`config.mk`:
```
export PLATFORM = sky130hd
export DESIGN_NAME = tl2umi_bridge
export DESIGN_NICKNAME = d
export VERILOG_FILES = /design/src/logic/tl_pkg.sv /design/src/logic/umi_pkg.sv /design/src/logic/mask_compactor.sv /design/src/logic/tl_a_translator.sv /design/src/logic/packet_fifo.sv /design/src/logic/tl_d_responder.sv /design/src/logic/tl2umi_bridge.sv
export VERILOG_INCLUDE_DIRS = /design/src /design/src/logic
export SDC_FILE = /design/constraint.sdc
export NUM_CORES = 1
export LEC_CHECK = 0
export BUFFER_PORTS_ARGS = -buffer_cell sky130_fd_sc_hd__buf_2
export CAP_MARGIN = 20
export CELL_PAD_IN_SITES_DETAIL_PLACEMENT = 1
export CELL_PAD_IN_SITES_GLOBAL_PLACEMENT = 2
export CORE_MARGIN = 3
export CORE_UTILIZATION = 34
export DETAILED_ROUTE_END_ITERATION = 10
export PLACE_DENSITY = 0.75
export SLEW_MARGIN = 30
export SYNTH_ARGS = -nofsm -noshare
export SYNTH_HDL_FRONTEND = slang
export SYNTH_HIERARCHICAL = 1
export SYNTH_SLANG_ARGS = --single-unit
```
`constraint.sdc`:
```
create_clock -name clk -period 6.7 [get_ports clk]
set_input_delay 1.005 -clock clk [delete_from_list [all_inputs] [get_ports clk]]
set_output_delay 1.005 -clock clk [all_outputs]
set_load 0.02 [all_outputs]
```
`src/logic/tl2umi_config.svh`:
```
// TileLink to UMI bridge configuration

`ifndef TL2UMI_CONFIG_SVH
`define TL2UMI_CONFIG_SVH

// TileLink channel widths
`define TL_ADDR_W 56
`define TL_DATA_W 64
`define TL_SOURCE_W 5

// UMI host port widths
`define UMI_AW 64
`define UMI_CW 32
`define CHIPID_W 16

// Request and response buffering
`define PKT_FIFO_DEPTH 2

`endif

```
`src/logic/tl_pkg.sv`:
```
// TileLink-UH channel types

`include "tl2umi_config.svh"

package tl_pkg;

    typedef enum logic [2:0] {
        TL_PUT_FULL    = 3'd0,
        TL_PUT_PARTIAL = 3'd1,
        TL_ARITH       = 3'd2,
        TL_LOGIC       = 3'd3,
        TL_GET         = 3'd4
    } tl_a_opcode_e;

    typedef enum logic [2:0] {
        TL_ACCESS_ACK      = 3'd0,
        TL_ACCESS_ACK_DATA = 3'd1
    } tl_d_opcode_e;

    // ArithmeticData params
    localparam logic [2:0] TL_PA_MIN  = 3'd0;
    localparam logic [2:0] TL_PA_MAX  = 3'd1;
    localparam logic [2:0] TL_PA_MINU = 3'd2;
    localparam logic [2:0] TL_PA_MAXU = 3'd3;
    localparam logic [2:0] TL_PA_ADD  = 3'd4;

    // LogicalData params
    localparam logic [2:0] TL_PL_XOR  = 3'd0;
    localparam logic [2:0] TL_PL_OR   = 3'd1;
    localparam logic [2:0] TL_PL_AND  = 3'd2;
    localparam logic [2:0] TL_PL_SWAP = 3'd3;

    typedef struct packed {
        tl_a_opcode_e              opcode;
        logic [2:0]                param;
        logic [2:0]                size;
        logic [`TL_SOURCE_W-1:0]   source;
        logic [`TL_ADDR_W-1:0]     address;
        logic [`TL_DATA_W/8-1:0]   mask;
        logic [`TL_DATA_W-1:0]     data;
    } tl_a_t;

    typedef struct packed {
        tl_d_opcode_e              opcode;
        logic [2:0]                size;
        logic [`TL_SOURCE_W-1:0]   source;
        logic [`TL_DATA_W-1:0]     data;
    } tl_d_t;

endpackage

```
`src/logic/umi_pkg.sv`:
```
// UMI packet types

`include "tl2umi_config.svh"

package umi_pkg;

    typedef enum logic [4:0] {
        UMI_REQ_READ   = 5'd1,
        UMI_RESP_READ  = 5'd2,
        UMI_REQ_WRITE  = 5'd3,
        UMI_RESP_WRITE = 5'd4,
        UMI_REQ_ATOMIC = 5'd9,
        UMI_REQ_ERROR  = 5'd15
    } umi_opcode_e;

    typedef enum logic [7:0] {
        UMI_ATYPE_ADD  = 8'd0,
        UMI_ATYPE_AND  = 8'd1,
        UMI_ATYPE_OR   = 8'd2,
        UMI_ATYPE_XOR  = 8'd3,
        UMI_ATYPE_MAX  = 8'd4,
        UMI_ATYPE_MIN  = 8'd5,
        UMI_ATYPE_MAXU = 8'd6,
        UMI_ATYPE_MINU = 8'd7,
        UMI_ATYPE_SWAP = 8'd8
    } umi_atype_e;

    // Listed from the top bit down, opcode sits at bit 0
    typedef struct packed {
        logic [`UMI_CW-18:0] reserved;
        logic                eom;
        logic [7:0]          len_atype;
        logic [2:0]          size;
        umi_opcode_e         opcode;
    } umi_cmd_t;

    // User bits of the source address, echoed back in the response
    typedef struct packed {
        logic [7:0] first_one;
        logic [7:0] tl_size;
        logic [7:0] tl_source;
    } umi_src_user_t;

    localparam int SRC_USER_LSB = 16;

    typedef struct packed {
        umi_cmd_t              cmd;
        logic [`UMI_AW-1:0]    dstaddr;
        logic [`UMI_AW-1:0]    srcaddr;
        logic [`TL_DATA_W-1:0] data;
    } umi_packet_t;

endpackage

```
`src/logic/mask_compactor.sv`:
```
// Byte mask to maskless compaction

`timescale 1ns/100ps
`include "tl2umi_config.svh"

module mask_compactor (
    input  logic                    check,
    input  logic [`TL_DATA_W/8-1:0] mask,
    input  logic [`TL_DATA_W-1:0]   data,
    output logic [2:0]              first_one,
    output logic [7:0]              len,
    output logic [`TL_DATA_W-1:0]   aligned_data
);

    logic [7:0] ones;

    // Lowest set lane wins
    always_comb begin
        first_one = '0;
        for (int i = `TL_DATA_W/8 - 1; i >= 0; i--) begin
            if (mask[i]) begin
                first_one = 3'(i);
            end
        end
    end

    always_comb begin
        ones = '0;
        for (int i = 0; i < `TL_DATA_W/8; i++) begin
            ones = ones + 8'(mask[i]);
        end
    end

    // UMI length counts bytes minus one
    assign len = ones - 8'd1;

    assign aligned_data = data >> {first_one, 3'b000};

    // A presented beat must enable at least one byte
    always_comb begin
        if (check) begin
            a_mask_nonzero: assert final (mask != '0)
                else $error("zero byte mask on A channel");
        end
    end

endmodule

```
`src/logic/tl_a_translator.sv`:
```
// TileLink A channel to UMI request

`timescale 1ns/100ps
`include "tl2umi_config.svh"

module tl_a_translator (
    input  logic                  clk,
    input  logic                  nreset,
    input  logic [`CHIPID_W-1:0]  chipid,
    input  logic                  tl_a_valid,
    output logic                  tl_a_ready,
    input  tl_pkg::tl_a_t         tl_a,
    output logic                  pkt_valid,
    input  logic                  pkt_ready,
    output umi_pkg::umi_packet_t  pkt,
    input  logic                  txn_done
);

    typedef enum logic [1:0] {
        ST_IDLE,
        ST_ISSUE,
        ST_WAIT
    } state_e;

    state_e                 state;
    umi_pkg::umi_packet_t   pkt_next;
    umi_pkg::umi_src_user_t src_user;
    umi_pkg::umi_atype_e    atype;
    logic                   atype_ok;
    logic                   supported;
    logic                   accept;
    logic [2:0]             first_one;
    logic [7:0]             comp_len;
    logic [`TL_DATA_W-1:0]  comp_data;

    mask_compactor u_compactor (
        .check        (tl_a_valid),
        .mask         (tl_a.mask),
        .data         (tl_a.data),
        .first_one    (first_one),
        .len          (comp_len),
        .aligned_data (comp_data)
    );

    // Single outstanding transaction
    assign tl_a_ready = (state == ST_IDLE);
    assign pkt_valid  = (state == ST_ISSUE);
    assign accept     = tl_a_valid && tl_a_ready;

    always_comb begin
        atype    = umi_pkg::UMI_ATYPE_ADD;
        atype_ok = 1'b1;
        if (tl_a.opcode == tl_pkg::TL_ARITH) begin
            case (tl_a.param)
                tl_pkg::TL_PA_MIN:  atype = umi_pkg::UMI_ATYPE_MIN;
                tl_pkg::TL_PA_MAX:  atype = umi_pkg::UMI_ATYPE_MAX;
                tl_pkg::TL_PA_MINU: atype = umi_pkg::UMI_ATYPE_MINU;
                tl_pkg::TL_PA_MAXU: atype = umi_pkg::UMI_ATYPE_MAXU;
                tl_pkg::TL_PA_ADD:  atype = umi_pkg::UMI_ATYPE_ADD;
                default:            atype_ok = 1'b0;
            endcase
        end else begin
            case (tl_a.param)
                tl_pkg::TL_PL_XOR:  atype = umi_pkg::UMI_ATYPE_XOR;
                tl_pkg::TL_PL_OR:   atype = umi_pkg::UMI_ATYPE_OR;
                tl_pkg::TL_PL_AND:  atype = umi_pkg::UMI_ATYPE_AND;
                tl_pkg::TL_PL_SWAP: atype = umi_pkg::UMI_ATYPE_SWAP;
                default:            atype_ok = 1'b0;
            endcase
        end
    end

    always_comb begin
        src_user.first_one = 8'(first_one);
        src_user.tl_size   = 8'(tl_a.size);
        src_user.tl_source = 8'(tl_a.source);

        pkt_next         = '0;
        pkt_next.cmd.eom = 1'b1;
        pkt_next.dstaddr = `UMI_AW'({tl_a.address[`TL_ADDR_W-1:3], first_one});
        pkt_next.srcaddr = {{(24 - `CHIPID_W){1'b0}}, chipid, src_user,
                            {umi_pkg::SRC_USER_LSB{1'b0}}};
        supported = 1'b1;
        case (tl_a.opcode)
            tl_pkg::TL_GET: begin
                pkt_next.cmd.opcode    = umi_pkg::UMI_REQ_READ;
                pkt_next.cmd.len_atype = (8'd1 << tl_a.size) - 8'd1;
            end
            tl_pkg::TL_PUT_FULL, tl_pkg::TL_PUT_PARTIAL: begin
                pkt_next.cmd.opcode    = umi_pkg::UMI_REQ_WRITE;
                pkt_next.cmd.len_atype = comp_len;
                pkt_next.data          = comp_data;
            end
            tl_pkg::TL_ARITH, tl_pkg::TL_LOGIC: begin
                pkt_next.cmd.opcode    = atype_ok ? umi_pkg::UMI_REQ_ATOMIC
                                                  : umi_pkg::UMI_REQ_ERROR;
                pkt_next.cmd.size      = tl_a.size;
                pkt_next.cmd.len_atype = atype;
                pkt_next.data          = comp_data;
            end
            default: supported = 1'b0;
        endcase
    end

    always_ff @(posedge clk) begin
        if (!nreset) begin
            state <= ST_IDLE;
        end else begin
            case (state)
                ST_IDLE: begin
                    // Unknown opcodes are taken and dropped
                    if (accept && supported) begin
                        state <= ST_ISSUE;
                    end
                end
                ST_ISSUE: begin
                    if (pkt_ready) begin
                        state <= ST_WAIT;
                    end
                end
                ST_WAIT: begin
                    if (txn_done) begin
                        state <= ST_IDLE;
                    end
                end
                default: state <= ST_IDLE;
            endcase
        end
    end

    always_ff @(posedge clk) begin
        if (accept) begin
            pkt <= pkt_next;
        end
    end

    a_put_single_beat: assert property (@(posedge clk) disable iff (!nreset)
        accept && (tl_a.opcode inside {tl_pkg::TL_PUT_FULL, tl_pkg::TL_PUT_PARTIAL})
        |-> tl_a.size <= 3'd3);

    a_pkt_hold: assert property (@(posedge clk) disable iff (!nreset)
        pkt_valid && !pkt_ready |=> pkt_valid && $stable(pkt));

endmodule

```
`src/logic/packet_fifo.sv`:
```
// Small synchronous packet FIFO

`timescale 1ns/100ps
`include "tl2umi_config.svh"

module packet_fifo #(
    parameter type T = logic
) (
    input  logic clk,
    input  logic nreset,
    input  logic in_valid,
    output logic in_ready,
    input  T     in_data,
    output logic out_valid,
    input  logic out_ready,
    output T     out_data
);

    localparam int DEPTH = `PKT_FIFO_DEPTH;
    localparam int PTR_W = (DEPTH > 1) ? $clog2(DEPTH) : 1;
    localparam int CNT_W = $clog2(DEPTH + 1);

    T                 mem [DEPTH];
    logic [PTR_W-1:0] wr_ptr;
    logic [PTR_W-1:0] rd_ptr;
    logic [CNT_W-1:0] count;
    logic             push;
    logic             pop;

    function automatic logic [PTR_W-1:0] next_ptr(input logic [PTR_W-1:0] ptr);
        return (ptr == PTR_W'(DEPTH - 1)) ? '0 : ptr + 1'b1;
    endfunction

    assign in_ready  = (count != CNT_W'(DEPTH));
    assign out_valid = (count != '0);
    assign out_data  = mem[rd_ptr];
    assign push      = in_valid && in_ready;
    assign pop       = out_valid && out_ready;

    always_ff @(posedge clk) begin
        if (push) begin
            mem[wr_ptr] <= in_data;
        end
    end

    always_ff @(posedge clk) begin
        if (!nreset) begin
            wr_ptr <= '0;
            rd_ptr <= '0;
            count  <= '0;
        end else begin
            if (push) begin
                wr_ptr <= next_ptr(wr_ptr);
            end
            if (pop) begin
                rd_ptr <= next_ptr(rd_ptr);
            end
            case ({push, pop})
                2'b10:   count <= count + 1'b1;
                2'b01:   count <= count - 1'b1;
                default: count <= count;
            endcase
        end
    end

    a_no_overflow: assert property (@(posedge clk) disable iff (!nreset)
        count <= CNT_W'(DEPTH));

endmodule

```
`src/logic/tl_d_responder.sv`:
```
// UMI response to TileLink D channel

`timescale 1ns/100ps
`include "tl2umi_config.svh"

module tl_d_responder (
    input  logic                 clk,
    input  logic                 nreset,
    input  logic                 resp_valid,
    output logic                 resp_ready,
    input  umi_pkg::umi_packet_t resp,
    output logic                 tl_d_valid,
    input  logic                 tl_d_ready,
    output tl_pkg::tl_d_t        tl_d,
    output logic                 txn_done
);

    umi_pkg::umi_src_user_t user;
    logic                   pop;

    // Size, source and lane offset ride back in the destination address
    assign user = resp.dstaddr[umi_pkg::SRC_USER_LSB +: $bits(umi_pkg::umi_src_user_t)];

    assign resp_ready = !tl_d_valid;
    assign pop        = resp_valid && resp_ready;
    assign txn_done   = tl_d_valid && tl_d_ready;

    always_ff @(posedge clk) begin
        if (!nreset) begin
            tl_d_valid <= 1'b0;
        end else if (pop) begin
            tl_d_valid <= 1'b1;
        end else if (txn_done) begin
            tl_d_valid <= 1'b0;
        end
    end

    always_ff @(posedge clk) begin
        if (pop) begin
            tl_d.size   <= user.tl_size[2:0];
            tl_d.source <= user.tl_source[`TL_SOURCE_W-1:0];
            if (resp.cmd.opcode == umi_pkg::UMI_RESP_READ) begin
                tl_d.opcode <= tl_pkg::TL_ACCESS_ACK_DATA;
                // Back into byte lane position
                tl_d.data   <= resp.data << {user.first_one[2:0], 3'b000};
            end else begin
                tl_d.opcode <= tl_pkg::TL_ACCESS_ACK;
                tl_d.data   <= '0;
            end
        end
    end

    a_resp_opcode: assert property (@(posedge clk) disable iff (!nreset)
        pop |-> resp.cmd.opcode inside {umi_pkg::UMI_RESP_READ, umi_pkg::UMI_RESP_WRITE});

endmodule

```
`src/logic/tl2umi_bridge.sv`:
```
// TileLink-UH to UMI host bridge

`timescale 1ns/100ps
`include "tl2umi_config.svh"

module tl2umi_bridge (
    input  logic                  clk,
    input  logic                  nreset,
    input  logic [`CHIPID_W-1:0]  chipid,
    input  logic                  tl_a_valid,
    output logic                  tl_a_ready,
    input  tl_pkg::tl_a_t         tl_a,
    output logic                  tl_d_valid,
    input  logic                  tl_d_ready,
    output tl_pkg::tl_d_t         tl_d,
    output logic                  umi_req_valid,
    input  logic                  umi_req_ready,
    output umi_pkg::umi_packet_t  umi_req,
    input  logic                  umi_resp_valid,
    output logic                  umi_resp_ready,
    input  umi_pkg::umi_packet_t  umi_resp
);

    logic                 req_pkt_valid;
    logic                 req_pkt_ready;
    umi_pkg::umi_packet_t req_pkt;
    logic                 resp_pkt_valid;
    logic                 resp_pkt_ready;
    umi_pkg::umi_packet_t resp_pkt;
    logic                 txn_done;

    tl_a_translator u_translator (
        .clk        (clk),
        .nreset     (nreset),
        .chipid     (chipid),
        .tl_a_valid (tl_a_valid),
        .tl_a_ready (tl_a_ready),
        .tl_a       (tl_a),
        .pkt_valid  (req_pkt_valid),
        .pkt_ready  (req_pkt_ready),
        .pkt        (req_pkt),
        .txn_done   (txn_done)
    );

    packet_fifo #(.T(umi_pkg::umi_packet_t)) u_req_fifo (
        .clk       (clk),
        .nreset    (nreset),
        .in_valid  (req_pkt_valid),
        .in_ready  (req_pkt_ready),
        .in_data   (req_pkt),
        .out_valid (umi_req_valid),
        .out_ready (umi_req_ready),
        .out_data  (umi_req)
    );

    packet_fifo #(.T(umi_pkg::umi_packet_t)) u_resp_fifo (
        .clk       (clk),
        .nreset    (nreset),
        .in_valid  (umi_resp_valid),
        .in_ready  (umi_resp_ready),
        .in_data   (umi_resp),
        .out_valid (resp_pkt_valid),
        .out_ready (resp_pkt_ready),
        .out_data  (resp_pkt)
    );

    tl_d_responder u_responder (
        .clk        (clk),
        .nreset     (nreset),
        .resp_valid (resp_pkt_valid),
        .resp_ready (resp_pkt_ready),
        .resp       (resp_pkt),
        .tl_d_valid (tl_d_valid),
        .tl_d_ready (tl_d_ready),
        .tl_d       (tl_d),
        .txn_done   (txn_done)
    );

endmodule

```
==> results.tsv, run 1 <==
metric	value	unit
io_buffers	541	
cts_hold_buf	0	
ant_nets	0	
cts_tree	yes	
wl_per_cell	23.70	um
critPathMaxFanout	62	
placed_area	38380	um2
path_class	reg -> out	
wirelength	92.27	mm
met1_usage	20.32	%
clockBufferDepth	3	
avgSynthCellArea	18.38	um2
post_cts_buffers	0	
status	complete, no violations	
path_clk_slew	60	ps
start_util	34.43	%
drive_gt1_share	43.34	%
cpMaxStageDelayCell	dfxtp_4	
setup_viol_count_final	0	
crit_required	5690	ps
coreArea	100600	um2
grt_pass1_vias	20240	
yosysWarningCount	6	
r2r_cells	4	
grt_max_degree	128	
cts_resized	0	
syn-cell-area	34630	um2
globalplace.congestion	0.8329	
max_freq	246.4	MHz
met3_usage	4.345	%
first_pass_iters	5	
min_to	u_req_fifo/mem[1][201]	
hpwlAfterDp	62.47	mm
die_x	325.2	um
p_leak	0.01502	uW
p_clk_share	33.5	%
switchingPower	4487	uW
cts-root-buf	clkbuf_16	
stdcell_count	3894	
crit_path_end_kind	output pin	
tightest_slew	940.1	ps
synthCells	1884	
rows	116	
clock_skew	53.22	ps
hold_path_class	reg -> reg	
whs_path_depth	0	
dp_cells	3704	
drtIter0Drc	1045	
slew_headroom	37.33	%
min_period	4059	ps
clkSinkCount	853	
synthToLayoutAreaGrowth	20.06	%
min_from	u_translator/pkt[201]	
seqPwrFrac	44.4	%
clk_latency	680	ps
drt-vias-per-instance	4.751	
rsz0062_at_grt	false	
cts-htree-levels	3	
final_nets	2847	
intPower	10750	uW
num_vias	18500	
period_share	60.58	%
ios	691	
die_y	325.2	um
finalMaxSlewViolations	0	
pwr-share-comb	22.1	%
numCtsBuffers	94	
grt_use_met2	28.97	%
fin_tns_setup	0	ps
timing.rr.end	u_responder/tl_d[41]	
worst_path_largest_cell_delay	910	ps
grt_pass1_wl	134.6	mm
ir_drop	0.0003813	V
dieArea	105700	um2
drc	0	
busiest_layer	met2	
swShare	29.44	%
maxCapViolations	0	
powerDensity	366.5	nW/um2
gr-total-overflow	0	
startpoint_type	register	
grt.total_usage	17.02	%
fin_area	41580	um2
reg2reg_slack	3520	ps
antenna_found_initial	19	
crit_path_cell_trace	buf_4 > mux2_2 > buf_2	
hold_viol_final	0	
critPathArrivalTime	3050	ps
layout make-up:
class / count / area (um2)
inverters: 24 / 100.1
fillers: 10020 / 59000
multi-input cells: 906 / 8175
flip-flops and latches: 853 / 25490
clock buffers: 111 / 2416
repair buffers: 566 / 2973
diodes: 15 / 37.54
well taps: 1357 / 1698
clock inverters: 62 / 688.2
layer usage:
metal	share of wire, %	up-vias
li1	-	8315
met5	0.029	-
met4	3.9	4
met3	6.1	162
met1	40	9515
met2	50	505
metrics by stage:
step	utilization [%]	hold WS, ps	setup WS, ps	total power (uW)
finish	41.34	408.6	2641	15240
global route	41.33	410.3	2395	15890
CTS	41.25	400.1	2473	15460
detailed placement	38.16	431.0	2418	10250
global placement	38.15	422.7	2384	10160
floorplan	-	421.5	250.5	9205
power by group through the flow:
stage,Clock (uW),Combinational (uW),Sequential [uW]
6_report,5110,3370,6760
3_3_place_gp,0,3300,6850
2_1_floorplan,0,2170,7040
4_1_cts,5290,3390,6780
3_5_place_dp,0,3370,6880
5_1_grt,5490,3590,6820
cells in the final DEF, fill, tap and decap left out, types with 8 or more instances in the layout:
cell type / count
edfxtp_1: 840
o22ai_1: 17
mux2i_1: 116
ha_1: 11
dfxtp_1: 11
clkbuf_16: 94
nand2_1: 23
diode_2: 15
o32ai_2: 8
a22oi_1: 9
mux2_2: 333
clkinv_2: 16
buf_2: 541
a2bb2oi_1: 8
o221ai_1: 8
clkinv_1: 22
o32ai_1: 8
conb_1: 64
o2bb2ai_1: 23
clkbuf_1: 17
xnor2_1: 8
nor3_1: 9
a211oi_1: 10
and3_1: 9
nor2b_1: 84
nor3b_1: 10
buf_4: 16
inv_1: 20
nor2_1: 47
and2_1: 9
bufinv_16: 9
mux2_4: 20
worst max-delay path, delay by kind of cell, from the launching register on:
kind / cells / cell delay, ps
buffers and inverters: 2 / 990
flip-flops: 1 / 910
multiplexers: 1 / 420
state kept, by name (all words and copies together), names as in the netlist, 2 cells and up, named ones only:
signal and cells:
u_req_fifo/mem 448, u_resp_fifo/mem 160, u_translator/pkt 159, u_responder/tl_d 73, u_req_fifo/count 2, u_resp_fifo/count 2
u_translator/state 2
worst max-delay path by stage:
stage	start	to	slack, ps	cells after the start
2_1_floorplan	u_translator/state[0]	u_req_fifo/mem[1][0]	250	2
3_3_place_gp	tl_a[66]	u_translator/pkt[204]	2380	15
3_5_place_dp	tl_a[66]	u_translator/pkt[204]	2420	15
4_1_cts	register	umi_req[44]	2470	3
5_1_grt	register	umi_req[36]	2400	3
6_report	register	umi_req[36]	2640	3
Note: power is estimated with default switching activity, not from simulation.
==> run 2, diff against run 1 <==
--- a/config.mk
+++ b/config.mk
@@ -6,6 +6,7 @@
 export SDC_FILE = /design/constraint.sdc
 export NUM_CORES = 1
 export LEC_CHECK = 0
+export ABC_AREA = 1
 export BUFFER_PORTS_ARGS = -buffer_cell sky130_fd_sc_hd__buf_2
 export CAP_MARGIN = 20
 export CELL_PAD_IN_SITES_DETAIL_PLACEMENT = 1
@@ -13,7 +14,7 @@
 export CORE_MARGIN = 3
 export CORE_UTILIZATION = 34
 export DETAILED_ROUTE_END_ITERATION = 10
-export PLACE_DENSITY = 0.75
+export PLACE_DENSITY = 0.76
 export SLEW_MARGIN = 30
 export SYNTH_ARGS = -nofsm -noshare
 export SYNTH_HDL_FRONTEND = slang
==> constraint.sdc (replaced) <==
create_clock -name clk -period 3.6 [get_ports clk]
set_input_delay 0.54 -clock clk [delete_from_list [all_inputs] [get_ports clk]]
set_output_delay 0.54 -clock clk [all_outputs]
set_load 0.02 [all_outputs]
==> run 2 against run 1 <==
  * Via count rose by 19%
  * Flip-flop and latch count unchanged
  * Largest power group unchanged
  * Synthesized area is 5.7% higher
  * Combinational power grew 82%
  * Cell area is 6.9% higher
  * Critical path type unchanged
==> results.tsv, run 2 <==
metric	value	unit
startpoint_type	register	
ir_drop	0.0004607	V
worst_path_largest_cell_delay	690	ps
clkSinkCount	853	
min_period	3017	ps
clk_latency	680	ps
dieArea	111700	um2
setup_viol_count_final	0	
final_common_cell	edfxtp_1	
post-route-util	41.93	%
regMostFlops	u_req_fifo/mem	
dp_cells	4414	
stdcell_count	4661	
hold_path_class	in -> reg	
fin_area	44450	um2
placed_area	40710	um2
critPathArrivalTime	2480	ps
finalMaxSlewViolations	0	
rsz0062_at_grt	false	
fillers	11100	
hold_ws	76.43	ps
path_clk_slew	60	ps
avgSynthCellArea	14.42	um2
grt_max_degree	109	
rows	119	
cpMaxStageDelayCell	dfxtp_4	
slew_headroom	43.52	%
synthToLayoutAreaGrowth	21.39	%
drc	0	
r2r_cells	7	
clockBufferDepth	3	
synthCells	2539	
cts-root-buf	clkbuf_16	
crit_path_end_kind	output pin	
die_y	334.2	um
final_nets	3586	
drtIter0Drc	1632	
whs_path_depth	1	
globalplace.congestion	0.8093	
cts-htree-levels	3	
grt.total_usage	18.18	%
first_pass_iters	5	
syn-cell-area	36620	um2
crit_required	3060	ps
clock_skew	46.23	ps
drive_gt1_share	34.61	%
place_ws	148.6	ps
numCtsBuffers	92	
num_vias	22110	
fin_ws	583.1	ps
tightest_slew	847.2	ps
coreArea	106000	um2
maxCapViolations	0	
p_leak	0.01771	uW
drt-vias-per-instance	4.743	
grt_pass1_wl	151.2	mm
wl_per_cell	22.27	um
antenna_found_initial	27	
io_buffers	541	
crit_path_cell_trace	buf_12 > buf_4 > mux2_4 > buf_2	
status	complete, no violations	
largest_reg_flops	448	
gr-total-overflow	0	
start_util	34.54	%
yosysWarningCount	6	
path_class	reg -> out	
hpwlAfterDp	72.37	mm
reg_top3	u_req_fifo/mem: 448 flops, u_resp_fifo/mem: 160 flops, u_translator/pkt: 159 flops	
wirelength	103.8	mm
critPathMaxFanout	25	
ios	691	
cts_tree	yes	
hold_viol_final	0	
final_cell_mix	edfxtp_1, buf_2, nand2_1, nand3_1, mux2_4	
ant_nets	0	
powerDensity	632.8	nW/um2
max_freq	331.5	MHz
grt_pass1_vias	23100	
die_x	334.2	um
period_share	83.80	%
==> run 2: worst max-delay path: cells and delay by family (launching register included) <==
family	cells	cell delay, ps
muxes	1	330
buffers and inverters	3	700
DFF	1	690
==> run 2: through the flow <==
step	total power (uW)	TNS (ps)
final	28130	0
after global routing	29430	0
after CTS	28520	0
after detailed placement	18860	0
after global placement	18740	0
after floorplan	16850	-306930
==> run 2: cell type report <==
| class | instances | area, um2 | area share (%) |
|---|---|---|---|
| Clock inverter | 53 | 631.9 | 1.421 |
| Multi-Input combinational cell | 1371 | 9246 | 20.80 |
| Inverter | 185 | 694.4 | 1.562 |
| Antenna cell | 14 | 35.03 | 0.07881 |
| Clock buffer | 113 | 2391 | 5.379 |
| Tap cell | 1391 | 1740 | 3.915 |
| Timing Repair Buffer | 681 | 4219 | 9.491 |
| Sequential cell | 853 | 25500 | 57.35 |
==> run 2: where the power goes <==
part	switching [uW]	internal, uW	leakage [uW]
clock	3980	5480	0.00145
sequential	462	12100	0.00795
combinational	4000	2130	0.00830
total	8440	19700	0.0177
==> run 2: timing repair <==
action	4_1_cts	5_1_grt
hold buffers	66	0
endpoints found under the hold margin	66	0
setup buffers	0	0
resized for setup	0	0
==> run 2: path summary, 6_finish.rpt <==
| check | from | endpoint | slack, ps |
|---|---|---|---|
| max reg2reg | register | u_responder/tl_d[39] | 1050 |
| max | register | umi_req[115] | 580 |
| min | chipid[3] | u_translator/pkt[107] | 80 |
| min reg2reg | u_translator/pkt[167] | u_req_fifo/mem[0][167] | 440 |
==> run 2: per-layer routing <==
metal,track usage (%),up-vias,routed length (um)
li1,-,10180,-
met1,23.38,11050,43770
met2,30.20,684,50140
met3,3.477,175,5882
met4,7.527,8,3957
met5,0,-,61
